File: src/hw/spike_defs.svh
`ifndef SPIKE_DEFS_SVH
`define SPIKE_DEFS_SVH

////////////////////
// game field
////////////////////

// vertical edges of the 300 x 300 play area
`define FIELD_TOP           317
`define FIELD_BOTTOM        617

////////////////////
// spike geometry
////////////////////

// center column every attack starts from
`define SPIKE_START_X       511
// half of the base width, also the stop margin at the far edge
`define SPIKE_HALF_WIDTH    20
// base to tip distance in rows
`define SPIKE_DEPTH         50
// 3*|dx| + dy bound for the slanted sides
`define SPIKE_REACH         60

////////////////////
// colors and ids
////////////////////

`define COLOR_WHITE         12'hfff
`define COLOR_RED           12'hf00
// obstacle number in the game's selection order
`define OBSTACLE_ID         4'd5
`define ATTACK_COUNT        20

// default tick counts at 65 MHz
// aim time 1 s
`define DEF_AIM_TICKS       65000000
`define DEF_SLOW_STEP       300000
`define DEF_FAST_STEP       150000
// settle time 0.5 s
`define DEF_SETTLE_TICKS    32500000

`endif

File: src/hw/spike_pkg.sv
package spike_pkg;

    ////////////////////
    // basic scalars
    ////////////////////

    // screen coordinate, same width as the vga counters
    typedef logic [11:0] coord_t;

    // 4 bits per channel
    typedef logic [11:0] rgb_t;

    ////////////////////
    // grouped signals
    ////////////////////

    // one raster position
    typedef struct packed {
        coord_t x;
        coord_t y;
    } pixel_t;

    // kind of attack taken from the schedule
    typedef struct packed {
        // base sits on the bottom edge, spike points up
        logic from_bottom;
        // fast stepping, drawn red while aiming
        logic barrage;
    } attack_t;

    // sequencer states
    typedef enum logic [2:0] {
        IDLE,
        DISTRIBUTE,
        AIM,
        FALL,
        SETTLE
    } phase_t;

    // everything the raster needs to draw the spike
    typedef struct packed {
        coord_t center_x;
        coord_t base_y;
        logic   from_bottom;
        logic   red;
    } spike_t;

endpackage

File: src/hw/falling_spikes_obstacle.sv
`timescale 1ns/1ps

`include "spike_defs.svh"

module falling_spikes_obstacle import spike_pkg::*; #(
    parameter int AIM_TICKS    = `DEF_AIM_TICKS,
    parameter int SLOW_STEP    = `DEF_SLOW_STEP,
    parameter int FAST_STEP    = `DEF_FAST_STEP,
    parameter int SETTLE_TICKS = `DEF_SETTLE_TICKS
) (
    input  logic       clk,
    input  logic       rst,
    input  coord_t     hcount,
    input  coord_t     vcount,
    input  rgb_t       rgb_in,
    // game_on comes from the game top and is not needed here
    input  logic       game_on,
    input  logic       menu_on,
    input  logic       play_selected,
    input  logic       done_in,
    input  logic [3:0] selected,
    input  coord_t     mouse_xpos,
    output rgb_t       rgb_out,
    output coord_t     obstacle_x,
    output coord_t     obstacle_y,
    output logic       done
);

    phase_t  phase;
    attack_t attack;
    spike_t  spike;
    pixel_t  pixel;
    pixel_t  hit_pixel;
    logic    load;
    logic    start_ok;
    logic    abort;
    logic    aim_over;
    logic    settle_over;
    logic    step_tick;
    logic    at_edge;
    logic    visible;

    ////////////////////
    // game handover
    ////////////////////

    // previous obstacle finished, this one is next and play is active
    assign start_ok = done_in && (selected == `OBSTACLE_ID) && play_selected;
    assign abort    = menu_on || !play_selected;
    // spike is on screen for the whole attack
    assign visible  = (phase == AIM) || (phase == FALL) || (phase == SETTLE);
    assign pixel    = '{x: hcount, y: vcount};

    spike_sequencer sequencer_i (
        .clk         (clk),
        .rst         (rst),
        .start_ok    (start_ok),
        .abort       (abort),
        .aim_over    (aim_over),
        .at_edge     (at_edge),
        .settle_over (settle_over),
        .phase       (phase),
        .attack      (attack),
        .load        (load),
        .done        (done)
    );

    spike_timer #(
        .AIM_TICKS    (AIM_TICKS),
        .SLOW_STEP    (SLOW_STEP),
        .FAST_STEP    (FAST_STEP),
        .SETTLE_TICKS (SETTLE_TICKS)
    ) timer_i (
        .clk         (clk),
        .rst         (rst),
        .phase       (phase),
        .barrage     (attack.barrage),
        .step_tick   (step_tick),
        .aim_over    (aim_over),
        .settle_over (settle_over)
    );

    spike_mover mover_i (
        .clk        (clk),
        .rst        (rst),
        .phase      (phase),
        .attack     (attack),
        .load       (load),
        .step_tick  (step_tick),
        .mouse_xpos (mouse_xpos),
        .spike      (spike),
        .at_edge    (at_edge)
    );

    spike_raster raster_i (
        .clk       (clk),
        .rst       (rst),
        .spike     (spike),
        .visible   (visible),
        .pixel     (pixel),
        .rgb_in    (rgb_in),
        .rgb_out   (rgb_out),
        .hit_pixel (hit_pixel)
    );

    // collision point for the game's hit detection
    assign obstacle_x = hit_pixel.x;
    assign obstacle_y = hit_pixel.y;

endmodule

File: src/hw/spike_mover.sv
`timescale 1ns/1ps

`include "spike_defs.svh"

module spike_mover import spike_pkg::*; (
    input  logic    clk,
    input  logic    rst,
    input  phase_t  phase,
    input  attack_t attack,
    input  logic    load,
    input  logic    step_tick,
    input  coord_t  mouse_xpos,
    output spike_t  spike,
    output logic    at_edge
);

    localparam coord_t START_X   = coord_t'(`SPIKE_START_X);
    localparam coord_t EDGE_TOP  = coord_t'(`FIELD_TOP);
    localparam coord_t EDGE_BOT  = coord_t'(`FIELD_BOTTOM);
    // stop rows for the base, one margin short of the far edge
    localparam coord_t STOP_TOP  = coord_t'(`FIELD_TOP + `SPIKE_HALF_WIDTH);
    localparam coord_t STOP_BOT  = coord_t'(`FIELD_BOTTOM - `SPIKE_HALF_WIDTH);

    coord_t center_x;
    coord_t base_y;
    logic   aim_step;
    logic   fall_step;

    // far edge depends on direction
    assign at_edge = attack.from_bottom ? (base_y <= STOP_TOP) : (base_y >= STOP_BOT);

    assign aim_step  = step_tick && (phase == AIM);
    // once the margin is reached the spike just stays there
    assign fall_step = step_tick && (phase == FALL) && !at_edge;

    ////////////////////
    // position
    ////////////////////

    always_ff @(posedge clk) begin
        if (rst) begin
            center_x <= START_X;
            base_y   <= EDGE_TOP;
        end else if (load) begin
            center_x <= START_X;
            base_y   <= attack.from_bottom ? EDGE_BOT : EDGE_TOP;
        end else if (aim_step) begin
            // follow the mouse one column at a time, hold when lined up
            if (center_x < mouse_xpos) begin
                center_x <= center_x + coord_t'(1);
            end else if (center_x > mouse_xpos) begin
                center_x <= center_x - coord_t'(1);
            end
        end else if (fall_step) begin
            if (attack.from_bottom) begin
                base_y <= base_y - coord_t'(1);
            end else begin
                base_y <= base_y + coord_t'(1);
            end
        end
    end

    // red marks a barrage while it is still aiming
    assign spike = '{
        center_x:    center_x,
        base_y:      base_y,
        from_bottom: attack.from_bottom,
        red:         (phase == AIM) && attack.barrage
    };

endmodule

File: src/hw/spike_raster.sv
`timescale 1ns/1ps

`include "spike_defs.svh"

module spike_raster import spike_pkg::*; (
    input  logic   clk,
    input  logic   rst,
    input  spike_t spike,
    input  logic   visible,
    input  pixel_t pixel,
    input  rgb_t   rgb_in,
    output rgb_t   rgb_out,
    output pixel_t hit_pixel
);

    // column and row distances from the spike center and base
    coord_t      dx;
    coord_t      dy;
    logic        in_rows;
    logic        in_cols;
    logic        in_depth;
    logic        in_reach;
    logic        hit;
    // 3*4095 + 4095 still fits in 14 bits
    logic [13:0] reach_sum;

    ////////////////////
    // triangle test
    ////////////////////

    always_comb begin
        if (pixel.x >= spike.center_x) begin
            dx = pixel.x - spike.center_x;
        end else begin
            dx = spike.center_x - pixel.x;
        end
        // dy counts from the base toward the tip
        if (spike.from_bottom) begin
            in_rows = pixel.y <= spike.base_y;
            dy      = spike.base_y - pixel.y;
        end else begin
            in_rows = pixel.y >= spike.base_y;
            dy      = pixel.y - spike.base_y;
        end
    end

    assign in_cols   = dx <= coord_t'(`SPIKE_HALF_WIDTH);
    assign in_depth  = dy <= coord_t'(`SPIKE_DEPTH);
    // slope of 3 rows per column on both sides
    assign reach_sum = 14'(dx) * 14'd3 + 14'(dy);
    assign in_reach  = reach_sum <= 14'(`SPIKE_REACH);

    assign hit = visible && in_rows && in_cols && in_depth && in_reach;

    ////////////////////
    // output stage
    ////////////////////

    // one register stage, the pixel and its color leave together
    always_ff @(posedge clk) begin
        if (rst) begin
            rgb_out   <= '0;
            hit_pixel <= '0;
        end else if (hit) begin
            rgb_out   <= spike.red ? rgb_t'(`COLOR_RED) : rgb_t'(`COLOR_WHITE);
            hit_pixel <= pixel;
        end else begin
            // pass background through, no collision
            rgb_out   <= rgb_in;
            hit_pixel <= '0;
        end
    end

endmodule

File: src/hw/spike_sequencer.sv
`timescale 1ns/1ps

`include "spike_defs.svh"

module spike_sequencer import spike_pkg::*; (
    input  logic    clk,
    input  logic    rst,
    input  logic    start_ok,
    input  logic    abort,
    input  logic    aim_over,
    input  logic    at_edge,
    input  logic    settle_over,
    output phase_t  phase,
    output attack_t attack,
    output logic    load,
    output logic    done
);

    // index of the attack being run, 0..20
    logic [4:0] attack_idx;
    logic [4:0] attack_idx_nxt;
    phase_t     phase_nxt;
    logic       all_done;
    logic       settle_needed;
    logic       running;

    ////////////////////
    // attack schedule
    ////////////////////

    // fixed table of 20 attacks
    // single from top is the all-zero entry (0, 4, 6, 12, 18)
    function automatic attack_t schedule(input logic [4:0] idx);
        attack_t a;
        case (idx)
            5'd3, 5'd8, 5'd9, 5'd14, 5'd16:
                a = '{from_bottom: 1'b0, barrage: 1'b1};
            5'd2, 5'd5, 5'd11, 5'd15, 5'd19:
                a = '{from_bottom: 1'b1, barrage: 1'b0};
            5'd1, 5'd7, 5'd10, 5'd13, 5'd17:
                a = '{from_bottom: 1'b1, barrage: 1'b1};
            default:
                a = '{from_bottom: 1'b0, barrage: 1'b0};
        endcase
        return a;
    endfunction

    // index stays put for the whole attack, so the decode is stable
    assign attack        = schedule(attack_idx);
    assign all_done      = attack_idx == 5'(`ATTACK_COUNT);
    // only slow spikes from the top pause after landing
    assign settle_needed = !attack.barrage && !attack.from_bottom;
    assign running       = (phase == AIM) || (phase == FALL) || (phase == SETTLE);

    // distribute lasts one cycle and either loads the next spike or finishes
    assign load = (phase == DISTRIBUTE) && !all_done;
    assign done = (phase == DISTRIBUTE) && all_done;

    ////////////////////
    // next state
    ////////////////////

    always_comb begin
        phase_nxt      = phase;
        attack_idx_nxt = attack_idx;
        case (phase)
            IDLE: begin
                if (start_ok) begin
                    phase_nxt      = DISTRIBUTE;
                    attack_idx_nxt = '0;
                end
            end
            DISTRIBUTE: begin
                phase_nxt = all_done ? IDLE : AIM;
            end
            AIM: begin
                if (aim_over) begin
                    phase_nxt = FALL;
                end
            end
            FALL: begin
                // base reached the far margin
                if (at_edge) begin
                    if (settle_needed) begin
                        phase_nxt = SETTLE;
                    end else begin
                        phase_nxt      = DISTRIBUTE;
                        attack_idx_nxt = attack_idx + 5'd1;
                    end
                end
            end
            SETTLE: begin
                if (settle_over) begin
                    phase_nxt      = DISTRIBUTE;
                    attack_idx_nxt = attack_idx + 5'd1;
                end
            end
            default: begin
                phase_nxt = IDLE;
            end
        endcase
        // menu or leaving play drops the run with no done pulse
        if (abort && running) begin
            phase_nxt = IDLE;
        end
    end

    always_ff @(posedge clk) begin
        if (rst) begin
            phase      <= IDLE;
            attack_idx <= '0;
        end else begin
            phase      <= phase_nxt;
            attack_idx <= attack_idx_nxt;
        end
    end

endmodule

File: src/hw/spike_timer.sv
`timescale 1ns/1ps

`include "spike_defs.svh"

module spike_timer import spike_pkg::*; #(
    parameter int AIM_TICKS    = `DEF_AIM_TICKS,
    parameter int SLOW_STEP    = `DEF_SLOW_STEP,
    parameter int FAST_STEP    = `DEF_FAST_STEP,
    parameter int SETTLE_TICKS = `DEF_SETTLE_TICKS
) (
    input  logic   clk,
    input  logic   rst,
    input  phase_t phase,
    input  logic   barrage,
    output logic   step_tick,
    output logic   aim_over,
    output logic   settle_over
);

    localparam int STEP_MAX = (SLOW_STEP > FAST_STEP) ? SLOW_STEP : FAST_STEP;
    localparam int AIM_W    = $clog2(AIM_TICKS + 1);
    localparam int STEP_W   = $clog2(STEP_MAX + 1);
    localparam int SETTLE_W = $clog2(SETTLE_TICKS + 1);

    phase_t              phase_q;
    logic                restart;
    logic                stepping;
    logic [AIM_W-1:0]    aim_cnt;
    logic [AIM_W-1:0]    aim_now;
    logic [STEP_W-1:0]   step_cnt;
    logic [STEP_W-1:0]   step_now;
    logic [STEP_W-1:0]   step_period;
    logic [SETTLE_W-1:0] settle_cnt;
    logic [SETTLE_W-1:0] settle_now;

    // first cycle of any phase sees all counters at zero
    assign restart    = phase != phase_q;
    assign aim_now    = restart ? '0 : aim_cnt;
    assign step_now   = restart ? '0 : step_cnt;
    assign settle_now = restart ? '0 : settle_cnt;

    // barrage spikes move twice as often
    assign step_period = barrage ? STEP_W'(FAST_STEP) : STEP_W'(SLOW_STEP);
    assign stepping    = (phase == AIM) || (phase == FALL);

    ////////////////////
    // pulses
    ////////////////////

    assign aim_over    = (phase == AIM) && (aim_now == AIM_W'(AIM_TICKS - 1));
    assign step_tick   = stepping && (step_now == step_period - 1'b1);
    assign settle_over = (phase == SETTLE) && (settle_now == SETTLE_W'(SETTLE_TICKS - 1));

    always_ff @(posedge clk) begin
        if (rst) begin
            phase_q    <= IDLE;
            aim_cnt    <= '0;
            step_cnt   <= '0;
            settle_cnt <= '0;
        end else begin
            phase_q    <= phase;
            // each counter only runs in its own phase
            aim_cnt    <= (phase == AIM) ? aim_now + 1'b1 : '0;
            settle_cnt <= (phase == SETTLE) ? settle_now + 1'b1 : '0;
            if (!stepping || step_tick) begin
                step_cnt <= '0;
            end else begin
                step_cnt <= step_now + 1'b1;
            end
        end
    end

endmodule
File: config.mk
export PLATFORM = sky130hd
export DESIGN_NAME = falling_spikes_obstacle
export DESIGN_NICKNAME = d
export VERILOG_FILES = /design/src/hw/spike_pkg.sv /design/src/hw/falling_spikes_obstacle.sv /design/src/hw/spike_mover.sv /design/src/hw/spike_raster.sv /design/src/hw/spike_sequencer.sv /design/src/hw/spike_timer.sv
export VERILOG_INCLUDE_DIRS = /design/src /design/src/hw
export SDC_FILE = /design/constraint.sdc
export NUM_CORES = 1
export LEC_CHECK = 0
export BUFFER_PORTS_ARGS = -buffer_cell sky130_fd_sc_hd__clkbuf_2
export CORE_MARGIN = 1.5
export CORE_UTILIZATION = 40
export CTS_CLUSTER_DIAMETER = 100
export DETAILED_ROUTE_END_ITERATION = 12
export SYNTH_ARGS = -nofsm -noshare
export SYNTH_HDL_FRONTEND = slang
export SYNTH_SLANG_ARGS = --single-unit
File: constraint.sdc
create_clock -name clk -period 11.4 [get_ports clk]
set_clock_uncertainty 0.1 [all_clocks]
set_input_delay 2.85 -clock clk [delete_from_list [all_inputs] [get_ports clk]]
set_output_delay 2.85 -clock clk [all_outputs]
set_load 0.02 [all_outputs]
# Word-level counts from Yosys, hierarchy flattened
# Memories as Yosys holds them, arrays and structs flattened. A register that Yosys moved wholly into a read port is not among the register bits.
# Index checks and enable logic that the tools add are counted.
dict set report word_totals {
  regBits 141
  romBits 64
  in_bits 58
  n_memories 1
}
# memory words width read_ports rd_ports_with_merged_regs wr line
set mem_list {}
lappend mem_list {{(no name shown)} 32 2 1 1 0 spike_sequencer.sv:35} ;# case (idx)
dict set report classes {
  n_addsub 14
  mul 1
  n_lt_le_gt_ge 10
  n_eq_ne 16
  n_mux 31
  n_bitwise 3
  n_reduce_logical 41
}
# cell n
set op_table {}
lappend op_table {{2-to-1 mux 12 bit} 9}
lappend op_table {{subtractor 12 bit} 4}
lappend op_table {{2-to-1 mux 19 bit} 2}
lappend op_table {{2-to-1 mux 5 bit} 6}
lappend op_table {{adder 26 x 1 -> 26 bit, second input constant} 1}
lappend op_table {{== test 26 bit, second input constant} 1}
lappend op_table {{2-to-1 mux 26 bit} 1}
lappend op_table {{adder 25 x 1 -> 25 bit, second input constant} 1}
lappend op_table {{== test 25 bit, second input constant} 1}
lappend op_table {{2-to-1 mux 25 bit} 1}
lappend op_table {{adder 12 x 1 -> 12 bit, second input constant} 2}
lappend op_table {{greater-or-equal comparator 12 bit} 2}
lappend op_table {{subtractor 12 x 1 -> 12 bit, second input constant} 2}
lappend op_table {{adder 19 x 1 -> 19 bit, second input constant} 1}
lappend op_table {{== test 19 bit} 1}
lappend op_table {{subtractor 19 x 1 -> 19 bit, second input constant} 1}
lappend op_table {{logical AND 1 bit} 17}
lappend op_table {{2-to-1 mux 3 bit} 5}
lappend op_table {{one-hot mux 3 bit (5 select lines)} 1}
lappend op_table {{one-hot mux 5 bit (3 select lines)} 1}
lappend op_table {{adder 14 x 12 -> 14 bit} 1}
lappend op_table {{less-or-equal comparator 14 x 6 -> 1 bit, second input constant} 1}
lappend op_table {{multiplier 12 x 2 -> 14 bit, second input constant} 1}
lappend op_table {{greater-or-equal comparator 12 x 10 -> 1 bit, second input constant} 1}
lappend op_table {{29 further kinds} 52}

# Logic depth before layout (Yosys ltp)
# Gate-level depths: netlist (run 1).
dict set report depth {
  word_depth 9
  depth_mapped 26
  ltp_nobuf 25
}

# Hierarchy
# A second synthesis (run 1) with hierarchy kept.
dict set report unflattened {
  hier_cells 1362
  hier_area_um2 11180.7
}
# mod instances cells_per_inst area_each_um2
set modules_own_cells {}
lappend modules_own_cells {spike_raster 1 559 4478.0}
lappend modules_own_cells {spike_timer 1 416 3488.3}
lappend modules_own_cells {spike_mover 1 266 2230.9}
lappend modules_own_cells {spike_sequencer 1 116 940.9}
lappend modules_own_cells {falling_spikes_obstacle 1 5 42.5}

# Least setup slack after synthesis (run 1)
# No wires, ideal clock.
dict set report synth_timing {
  path_kind {input port to flip-flop}
  startpoint {in hcount[0]}
  endpoint {reg raster_i.rgb_out[2]}
  setup_ns 0.060
  arrival_time_ns 7.527
  t_required_ns 11.240
  setup_slack_ns 3.713
  stages 25
  path_buffers 2
  path_cell_list {inv_1 > ha_1 > inv_1 > fa_1 > a21o_1 > a21oi_1 > a211o_1 > o211ai_2 > clkbuf_1 > mux2i_1 > inv_1 > fa_1 > ha_1 > inv_1 > fa_1 > xor2_1 > or3_1 > nor4_1 > o21ba_2 > o2111ai_1 > nor4_1 > nand4_1 > clkbuf_1 > nand3_1 > nand2_1}
}
dict set report synth_between {
  elab_chain_cells 7
  elab_cells_between_ends 12
  cone_classes {add/sub (3); mul (1); order compare (3); mux (2); reduce/logical (3)}
}
# item line
set synth_rtl {}
lappend synth_rtl {{start: declaration} falling_spikes_obstacle.sv:13} ;# input coord_t hcount,
lappend synth_rtl {{subtractor 12 bit (tied with other cells)} spike_raster.sv:35} ;# dx = spike.center_x - pixel.x;
lappend synth_rtl {{2-to-1 mux 12 bit (*)} spike_raster.sv:32} ;# if (pixel.x >= spike.center_x) begin
lappend synth_rtl {{multiplier 12 x 2 -> 14 bit or less-or-equal comparator 12 x 5 -> 1 bit (tied branches)} {spike_raster.sv:50, spike_raster.sv:47}}
lappend synth_rtl {{adder 14 x 12 -> 14 bit or logical AND 1 bit (tied branches)} {spike_raster.sv:50, spike_raster.sv:53}}
lappend synth_rtl {{less-or-equal comparator 14 x 6 -> 1 bit or logical AND 1 bit (tied branches)} {spike_raster.sv:51, spike_raster.sv:53}}
lappend synth_rtl {{logical AND 1 bit (*)} spike_raster.sv:53} ;# assign hit = visible && in_rows && in_cols && in_depth && in_reach;
lappend synth_rtl {{2-to-1 mux 12 bit (*)} spike_raster.sv:64} ;# end else if (hit) begin
lappend synth_rtl {{end signal: assignment} spike_raster.sv:65} ;# rgb_out <= spike.red ? rgb_t'(`COLOR_RED) : rgb_t'(`COLOR_WHITE);
lappend synth_rtl {{end signal: assignment} spike_raster.sv:69} ;# rgb_out <= rgb_in;
lappend synth_rtl {{end: declaration} spike_raster.sv:12} ;# output rgb_t rgb_out,
# Every way passes the cells marked *; elsewhere a longest branch is shown, timed or not.
# A chain may end at the register's enable or synchronous reset.

# Worst setup path in the final report (run 1)
dict set report layout_timing {
  startpoint {in hcount[0]}
  endpoint {reg raster_i.rgb_out[7]}
}
# The elaborated chain is that of the path after synthesis.

==> impl_metrics.env, run 1 <==
export IMPL_dp_slack_ns=2.30
export IMPL_grt_ovfl_total=0
export IMPL_grt_antenna_before_repair=0
export IMPL_cp_cell_sequence="clkbuf_2, inv_1, ha_1, inv_1, fa_1, a21o_1, a21oi_1, a211o_1, o211ai_2, o31ai_1, xor2_1, ha_1, inv_1, ha_1, ha_1, o21ai_0, o21bai_1, a31o_2, a41oi_1, xnor2_1, a211oi_1, nand4_1, a211o_1, nand2_1"
export IMPL_crit_path_max_fanout=19
export IMPL_fin_area_sq_mm=0.0118
export IMPL_vias=9038
export IMPL_place_area_sq_mm=0.0112
export IMPL_via_per_inst=5.29
export IMPL_dr_pass1_iters=5
export IMPL_postRouteAntennaNets=0
export IMPL_slew_violations=0
export IMPL_setup_violations_final=0
export IMPL_cts_hold_buf=0
export IMPL_root_buffer="clkbuf_16"
export IMPL_post_synth_cell_area_avg_sq_um=8.07
export IMPL_whs_ns=0.384
export IMPL_netlist_area_sq_mm=0.0104
export IMPL_multi_input_area_sq_mm=0.00691
export IMPL_synth_seq_cells=143
export IMPL_first_global_vias=8572
export IMPL_drc=0
export IMPL_rsz0062_at_grt="no"
export IMPL_synth_yosys_warnings=0
export IMPL_async_flop_share=0
export IMPL_netlist_instances=1293
export IMPL_ys_seq_area_frac=0.274
export IMPL_power_density_mw_per_mm2=131
export IMPL_finalSetupTns_ns=0
export IMPL_min_period_ns=8.67
export IMPL_regArea_sq_mm=0.00286
export IMPL_cp_arrival_ns=8.95
export IMPL_min_delay_start="timer_i.aim_cnt[19]"
export IMPL_path_clk_slew_ns=0.07
export IMPL_hold_viol=0
export IMPL_synth_top_area_share=0.274
export IMPL_fillCellCount=2577
export IMPL_dieHeight_microns=165
export IMPL_synth_cell_types=77
export IMPL_fmax_mhz=115
export IMPL_cp_required_ns=11.68
export IMPL_cp_slowest_cell="a211o_1"
export IMPL_globalRouteTotalUtil=0.186
export IMPL_yosys_top_cells_count="143 x dfxtp_1, 126 x inv_1, 109 x nand2_1, 108 x ha_1, 106 x nor2_1"
export IMPL_p_total_mw=1.54
export IMPL_grt_pass1_wl_microns=40700
export IMPL_yosys_area_top_type="dfxtp_1"
export IMPL_rrSetupSlack_ns=4.80
export IMPL_worst_setup_path_end_kind="flop"
export IMPL_crit_path_start_kind="primary input"
export IMPL_status="finished, final reports clean"
export IMPL_place_gp_congestion=0.855
export IMPL_wl_per_cell_microns=14.3
export IMPL_drive_gt1_frac=0.113
export IMPL_die_w_microns=165
export IMPL_dp_cells=1678
export IMPL_core_area_sq_mm=0.0254
export IMPL_fin_ws_ns=2.73
export IMPL_ff2ff_path_depth=21
export IMPL_io_pins=95
export IMPL_num_nets_final=1548
export IMPL_post_route_util=0.464
export IMPL_cts_buffer_depth=2
export IMPL_cts_resized=0
export IMPL_cts_max_level=4
export IMPL_synth_edff_count=0
export IMPL_cts_buffers=17
export IMPL_synth_most_common_cell="dfxtp_1"
export IMPL_grt_max_degree=39
export IMPL_wl_microns=24500
export IMPL_cp_common_cell="ha_1"
export IMPL_peakVddDrop_mv=0.0903
export IMPL_p_leak_nw=5.23
export IMPL_initial_core_util=0.411
export IMPL_areaGrowthSynthToFinish_pct=13.0
export IMPL_hold_path_class="flop to flop"
export IMPL_final_cells=1710
export IMPL_fin_crit_sh=0.761
export IMPL_slew_headroom=0.321
export IMPL_whs_endpoint="timer_i.aim_cnt[19]"
export IMPL_num_antenna_cells=0
export IMPL_io_buffers=93
export IMPL_clk_latency_ns=0.44
export IMPL_worstMarginPinSlew_ns=1.02
export IMPL_r2r_start="mover_i.center_x[1]"
export IMPL_hold_path_cell_count=2
export IMPL_synth_net_count=1474
export IMPL_hpwl_microns=18700
export IMPL_maxCapViolations=0
export IMPL_r2r_end="raster_i.rgb_out[7]"
export IMPL_synth_area_top_cells="dfxtp_1 27%, ha_1 13%, xnor2_1 4.6%"
export IMPL_postCtsSetupRepairBufs=0
export IMPL_drt_iter0_drc=441
export IMPL_synth_top_flop_cell="dfxtp_1"
export IMPL_cts_tree="yes"
export IMPL_cts_sinks=143
export IMPL_cpPeakStageDelay_ns=0.59
export IMPL_setup_worst_path_class="primary input to flop"
export IMPL_rows=58
export IMPL_die_area_sq_mm=0.0271
## worst max path at each step
| stage | from | end | slack (ns) |
|---|---|---|---|
| global route | hcount[0] | raster_i.rgb_out[4] | 2.17 |
| detailed placement | hcount[0] | raster_i.rgb_out[7] | 2.30 |
| global placement | hcount[0] | raster_i.rgb_out[7] | 2.25 |
| finish | hcount[0] | raster_i.rgb_out[7] | 2.73 |
| CTS | hcount[0] | raster_i.rgb_out[7] | 2.76 |
| floorplan | hcount[0] | raster_i.rgb_out[2] | 3.71 |
## worst max-delay path: cells and delay by family
kind | cells | cell delay [ns]
AO/OA/AOI/OAI | 11 | 3.14
adder cells (fa/ha/maj) | 5 | 1.43
buffers and inverters | 4 | 0.26
XOR/XNOR | 2 | 0.59
AND/OR/NAND/NOR | 2 | 0.66
## power breakdown
part           internal, mW  switching [mW]  total [mW]  leakage [nW]
clock                 0.353           0.252       0.605         0.310
combinational         0.163           0.258       0.421          3.77
sequential            0.507         0.00884       0.516          1.16
total                  1.02           0.519        1.54          5.23
## cells in the final DEF, fill, tap and decap left out, drive strengths merged, types with 13 or more instances in the layout
| cell type | netlist | routed |
|---|---|---|
| a21oi | 84 | 84 |
| xnor2 | 55 | 55 |
| dfxtp | 143 | 143 |
| mux2i | 14 | 14 |
| xor2 | 45 | 45 |
| clkbuf | 28 | 110 |
| and3 | 19 | 19 |
| o21ai | 47 | 47 |
| fa | 15 | 15 |
| nor4 | 17 | 17 |
| nand2 | 109 | 109 |
| ha | 108 | 108 |
| or3 | 17 | 17 |
| nor3 | 28 | 28 |
| nand4 | 28 | 28 |
| a21o | 36 | 36 |
| inv | 126 | 134 |
| nor2 | 106 | 106 |
| o211ai | 13 | 13 |
| nand3 | 59 | 59 |
| and2 | 39 | 39 |
## routing by layer
layer	global-route usage	wire length [microns]	vias up
li1	-	-	4663
met1	0.240	11600	4190
met2	0.319	11700	152
met3	0.0269	802	33
met4	0.0594	390	0
met5	0	0	-
## sequential cells by signal, indices dropped and copies added, names as in the netlist, 5 cells and up
signal and count:
timer_i.aim_cnt 26, timer_i.settle_cnt 25, raster_i.hit_pixel 24, timer_i.step_cnt 19, mover_i.base_y 12, mover_i.center_x 12, raster_i.rgb_out 12, sequencer_i.attack_idx 5
## logic make-up after synthesis
family	after synthesis	synth area share
XOR/XNOR	100	0.0839
flip-flops	143	0.274
AND/OR/NAND/NOR	467	0.230
adder cells (fa/ha/maj)	123	0.158
buffers and inverters	170	0.0649
multiplexers	18	0.0177
AO/OA/AOI/OAI	272	0.171
## area by class of cell
cell class              instances  share of cell area
clock buffers                  17              0.0361
clock inverters                15              0.0168
well taps                     330              0.0350
inverters                     126              0.0401
flip-flops and latches        143               0.243
repair buffers                 99              0.0433
multi-input cells             980               0.586
Note: power is estimated with default switching activity, not from simulation.
==> inputs of run 2 (changes only) <==
==> constraint.sdc (replaced) <==
create_clock -name clk -period 7.4 [get_ports clk]
set_clock_uncertainty 0.1 [all_clocks]
set_input_delay 1.85 -clock clk [delete_from_list [all_inputs] [get_ports clk]]
set_output_delay 1.85 -clock clk [all_outputs]
set_load 0.02 [all_outputs]
==> impl_metrics.env, run 2 (same netlist as run 1, synthesis figures left out) <==
export IMPL_final_common_cell="dfxtp_1"
export IMPL_cpPeakStageDelay_ns=0.50
export IMPL_grt_ovfl_total=0
export IMPL_setup_violations_final=0
export IMPL_cp_cell_sequence="clkbuf_2, inv_1, ha_1, inv_1, fa_1, a21o_1, a21oi_1, a211o_1, o211ai_2, mux2i_1, inv_1, fa_1, ha_1, inv_1, fa_1, nand2b_1, a21oi_1, o21ai_0, a21boi_0, o2111ai_1, nor4_1, nand4_1, a211o_1, nand2_1"
export IMPL_clk_latency_ns=0.43
export IMPL_grt_antenna_before_repair=0
export IMPL_crit_path_start_kind="primary input"
export IMPL_drc=0
export IMPL_fin_area_sq_mm=0.0118
export IMPL_rows=58
export IMPL_p_total_mw=2.36
export IMPL_cp_common_cell="inv_1"
export IMPL_dieHeight_microns=165
export IMPL_grt_max_degree=37
export IMPL_post_route_util=0.466
export IMPL_status="finished, final reports clean"
export IMPL_initial_core_util=0.411
export IMPL_root_buffer="clkbuf_16"
export IMPL_swShare=0.340
export IMPL_vias=9054
export IMPL_io_buffers=93
export IMPL_finalSetupTns_ns=0
export IMPL_cts_sinks=143
export IMPL_cts_max_level=4
export IMPL_globalRouteTotalUtil=0.187
export IMPL_grtUsageMet3=0.0274
export IMPL_wl_microns=24500
export IMPL_multi_input_area_sq_mm=0.00691
export IMPL_largest_register="timer_i.aim_cnt"
export IMPL_gr_usage_met2=0.321
export IMPL_r2r_start="mover_i.center_x[1]"
export IMPL_cts_resized=0
export IMPL_slew_violations=0
export IMPL_whs_endpoint="timer_i.settle_cnt[18]"
export IMPL_regArea_sq_mm=0.00286
export IMPL_ff2ff_path_depth=21
export IMPL_hpwl_microns=18700
export IMPL_cts_tree="yes"
export IMPL_fin_crit_sh=0.924
export IMPL_maxCapViolations=0
export IMPL_first_global_vias=8580
export IMPL_cp_arrival_ns=7.10
export IMPL_cp_slowest_cell="fa_1"
export IMPL_peakVddDrop_mv=0.114
export IMPL_path_buf_inv=5
export IMPL_hold_viol=0
export IMPL_final_cells=1715
export IMPL_path_delay_family="compound AO/OA/AOI/OAI gates"
export IMPL_grt_pass1_wl_microns=41300
export IMPL_slew_headroom=0.355
export IMPL_dp_cells=1683
export IMPL_setup_worst_path_class="primary input to flop"
export IMPL_largest_reg_flops=26
export IMPL_dr_pass1_iters=5
export IMPL_io_pins=95
export IMPL_cts_hold_buf=0
export IMPL_largest_registers="timer_i.aim_cnt x26, timer_i.settle_cnt x25, raster_i.hit_pixel x24"
export IMPL_num_antenna_cells=0
export IMPL_layout_common_cells="143 x dfxtp_1, 126 x inv_1, 109 x nand2_1"
export IMPL_path_clk_slew_ns=0.07
export IMPL_power_density_mw_per_mm2=199
export IMPL_seqPwrFrac=0.337
export IMPL_die_w_microns=165
export IMPL_fmax_mhz=146
export IMPL_rrSetupSlack_ns=1.63
export IMPL_hold_path_class="flop to flop"
export IMPL_postCtsSetupRepairBufs=0
export IMPL_fillCellCount=2574
export IMPL_gr_max_usage_layer="met2"
export IMPL_worstMarginPinSlew_ns=0.964
export IMPL_min_delay_start="timer_i.settle_cnt[18]"
export IMPL_p_leak_nw=5.25
export IMPL_drive_gt1_frac=0.116
export IMPL_place_area_sq_mm=0.0112
export IMPL_die_area_sq_mm=0.0271
export IMPL_areaGrowthSynthToFinish_pct=13.4
export IMPL_combPwrFrac=0.279
export IMPL_worst_setup_path_end_kind="flop"
export IMPL_via_per_inst=5.28
export IMPL_crit_path_max_fanout=11
export IMPL_core_area_sq_mm=0.0254
export IMPL_p_clk_frac=0.384
export IMPL_drt_iter0_drc=423
export IMPL_cp_required_ns=7.67
export IMPL_num_nets_final=1553
export IMPL_cts_buffers=17
export IMPL_cts_buffer_depth=2
export IMPL_postRouteAntennaNets=0
export IMPL_rsz0062_at_grt="no"
export IMPL_hold_path_cell_count=2
export IMPL_place_gp_congestion=0.824
export IMPL_r2r_end="raster_i.rgb_out[7]"
export IMPL_grt_met1_usage=0.246
export IMPL_wl_per_cell_microns=14.3
export IMPL_min_period_ns=6.83
export IMPL_p_int_mw=1.56
export IMPL_p_sw_uw=801
## run 2: cell type report
class                      instances  area share
multi-input combinational        980       0.584
sequential                       143       0.242
timing repair buffer             104      0.0474
inverter                         126      0.0400
clock buffer                      18      0.0371
tap                              330      0.0349
clock inverter                    14      0.0146
## run 2: worst max path at each step
stage	start	slack [ns]	endpoint	cells after the start
6_report	hcount[0]	0.57	raster_i.rgb_out[7]	24
5_1_grt	hcount[0]	0.06	raster_i.rgb_out[0]	26
4_1_cts	hcount[0]	0.60	raster_i.rgb_out[7]	24
3_5_place_dp	hcount[0]	0.15	raster_i.rgb_out[7]	24
3_3_place_gp	hcount[0]	0.19	raster_i.rgb_out[7]	24
2_1_floorplan	hcount[0]	0.71	raster_i.rgb_out[2]	25
## run 2: worst min-delay path, delay by kind of cell (launching register included)
| family | cells | cell delay [ns] |
|---|---|---|
| flops | 1 | 0.32 |
| compound gates | 2 | 0.13 |
## run 2: routing by layer
metal	vias up	wire (microns)
li1	4685	-
met5	-	0
met3	20	750
met1	4220	11800
met2	129	11700
met4	0	265
## run 2: through the flow
| step | hold WS [ns] | setup WS [ns] |
|---|---|---|
| after floorplan | 0.354 | 0.713 |
| after global placement | 0.361 | 0.193 |
| after detailed placement | 0.381 | 0.152 |
| after CTS | 0.390 | 0.601 |
| after global routing | 0.411 | 0.0580 |
| final | 0.390 | 0.566 |
## run 2: power groups by stage
stage | logic, mW | registers (mW) | clock network [mW]
floorplan | 0.502 | 0.809 | 0
global placement | 0.646 | 0.812 | 0
detailed placement | 0.655 | 0.812 | 0
CTS | 0.661 | 0.794 | 0.925
global route | 0.745 | 0.796 | 0.956
finish | 0.658 | 0.795 | 0.904
==> inputs of run 3 (changes only) <==
--- a/config.mk
+++ b/config.mk
@@ -11,6 +11,8 @@
 export CORE_UTILIZATION = 40
 export CTS_CLUSTER_DIAMETER = 100
 export DETAILED_ROUTE_END_ITERATION = 12
+export RECOVER_POWER = 100
+export REMOVE_ABC_BUFFERS = 1
 export SYNTH_ARGS = -nofsm -noshare
 export SYNTH_HDL_FRONTEND = slang
 export SYNTH_SLANG_ARGS = --single-unit
==> impl_metrics.env, run 3 (same netlist as run 1, synthesis figures left out) <==
export IMPL_peakVddDrop_mv=0.107
export IMPL_initial_core_util=0.411
export IMPL_drc=0
export IMPL_maxCapViolations=2
export IMPL_num_antenna_cells=0
export IMPL_path_buf_inv=6
export IMPL_fin_ws_ns=0.680
export IMPL_cp_required_ns=7.68
export IMPL_place_area_sq_mm=0.0113
export IMPL_largest_registers="timer_i.aim_cnt x26, timer_i.settle_cnt x25, raster_i.hit_pixel x24"
export IMPL_crit_path_max_fanout=13
export IMPL_cts_tree="yes"
export IMPL_via_per_inst=5.27
export IMPL_cts_buffer_depth=2
export IMPL_cts_hold_buf=0
export IMPL_slew_violations=52
export IMPL_wl_microns=24100
export IMPL_die_area_sq_mm=0.0271
export IMPL_status="complete, but fails checks"
export IMPL_areaGrowthSynthToFinish_pct=13.1
export IMPL_wl_met2_microns=11300
export IMPL_crit_path_start_kind="primary input"
export IMPL_cp_cell_sequence="clkbuf_2, inv_1, ha_1, inv_1, fa_1, a21o_1, a21oi_1, a211o_1, o211ai_2, buf_4, mux2i_1, a221oi_1, clkbuf_1, xor2_1, fa_1, ha_1, nor4b_1, nand3_1, nor2_1, nor4b_1, nand4b_1, nor4_4, buf_4, and2_0"
export IMPL_violations="max-capacitance violations, max-slew violations"
export IMPL_min_delay_start="timer_i.aim_cnt[19]"
export IMPL_io_buffers=93
export IMPL_core_area_sq_mm=0.0254
export IMPL_fin_crit_sh=0.908
export IMPL_worstMarginPinSlew_ns=1.73
export IMPL_p_total_mw=2.32
export IMPL_io_pins=95
export IMPL_power_density_mw_per_mm2=196
export IMPL_hold_path_class="flop to flop"
export IMPL_fmax_mhz=149
export IMPL_layout_common_cells="143 x dfxtp_1, 126 x inv_1, 109 x nand2_1"
export IMPL_cts_resized=0
export IMPL_grt_max_degree=35
export IMPL_largest_reg_flops=26
export IMPL_worst_setup_path_end_kind="flop"
export IMPL_globalRouteTotalUtil=0.184
export IMPL_post_route_util=0.465
export IMPL_setup_worst_path_class="primary input to flop"
export IMPL_hold_viol=0
export IMPL_num_nets_final=1567
export IMPL_final_common_cell="dfxtp_1"
export IMPL_cpPeakStageDelay_ns=0.46
export IMPL_path_delay_family="simple AND/OR/NAND/NOR gates"
export IMPL_vias=9106
export IMPL_cts_sinks=143
export IMPL_dp_slack_ns=-0.00216
export IMPL_place_gp_congestion=0.845
export IMPL_grt_antenna_before_repair=0
export IMPL_wl_per_cell_microns=14.0
export IMPL_clk_latency_ns=0.43
export IMPL_dieHeight_microns=165
export IMPL_setup_violations_final=0
export IMPL_cts_buffers=17
export IMPL_cts_max_level=4
export IMPL_setup_worst_path_start="hcount[0]"
export IMPL_r2r_start="sequencer_i.phase[2]"
export IMPL_wl_met3_microns=647
export IMPL_highest_layer="met4"
export IMPL_grt_pass1_wl_microns=40600
export IMPL_drt_iter0_drc=478
export IMPL_min_period_ns=6.72
export IMPL_drive_gt1_frac=0.0908
export IMPL_wl_met1_microns=11700
export IMPL_dp_cells=1695
export IMPL_cp_arrival_ns=7.00
export IMPL_slew_headroom=-0.153
export IMPL_postRouteAntennaNets=0
export IMPL_cp_slowest_cell="fa_1"
export IMPL_first_global_vias=8583
export IMPL_dr_pass1_iters=5
export IMPL_die_w_microns=165
export IMPL_fin_area_sq_mm=0.0118
export IMPL_largest_register="timer_i.aim_cnt"
export IMPL_postCtsSetupRepairBufs=0
export IMPL_final_cells=1729
export IMPL_p_leak_nw=5.13
export IMPL_rows=58
export IMPL_rsz0062_at_grt="no"
export IMPL_root_buffer="clkbuf_16"
export IMPL_hpwl_microns=18500
export IMPL_path_clk_slew_ns=0.07
export IMPL_grt_ovfl_total=0
==> run 3: changes by cell type in the layout (fill, tap and decap cells not counted), sizes merged <==
cell / before / now
buf: 11 / 18
clkbuf: 111 / 117
inv: 133 / 136
bufinv: 2 / 0
clkinv: 4 / 3
clkinvlp: 1 / 2
==> run 3: worst min-delay path: stages, from the launching register on <==
cell     delay [ns]
dfxtp_1        0.32
o21ai_0        0.07
a21oi_1        0.06
==> run 3: cell type report <==
type,instances,area [sq um]
fillers,2602,13600
flip-flops and latches,143,2860
clock inverters,15,160
repair buffers,118,582
multi-input cells,980,6890
well taps,330,413
clock buffers,17,425
inverters,126,473
==> run 3: final timing paths <==
path	end	slack, ns	cells past startpoint
worst max-delay path	raster_i.hit_pixel[21]	0.68	24
worst min-delay path	timer_i.aim_cnt[19]	0.38	2
worst min register to register	timer_i.aim_cnt[19]	0.38	2
worst max register to register	sequencer_i.attack[1]	1.32	13
==> run 3: where the power goes <==
part	internal [mW]	switching, mW	total [mW]
Clock	0.454	0.416	0.870
Combinational	0.256	0.397	0.653
Sequential	0.781	0.0136	0.795
Total	1.49	0.826	2.32
==> run 3: metrics by stage <==
stage	hold slack (ns)	setup TNS, ns
finish	0.383	0
global placement	0.366	0
CTS	0.390	0
floorplan	0.354	0
detailed placement	0.381	-0.00216
global route	0.411	0
==> run 3: layer usage <==
layer	vias to the layer above	track usage
met5	-	0
met1	4245	0.237
met3	29	0.0271
li1	4702	-
met2	130	0.316
met4	0	0.0557
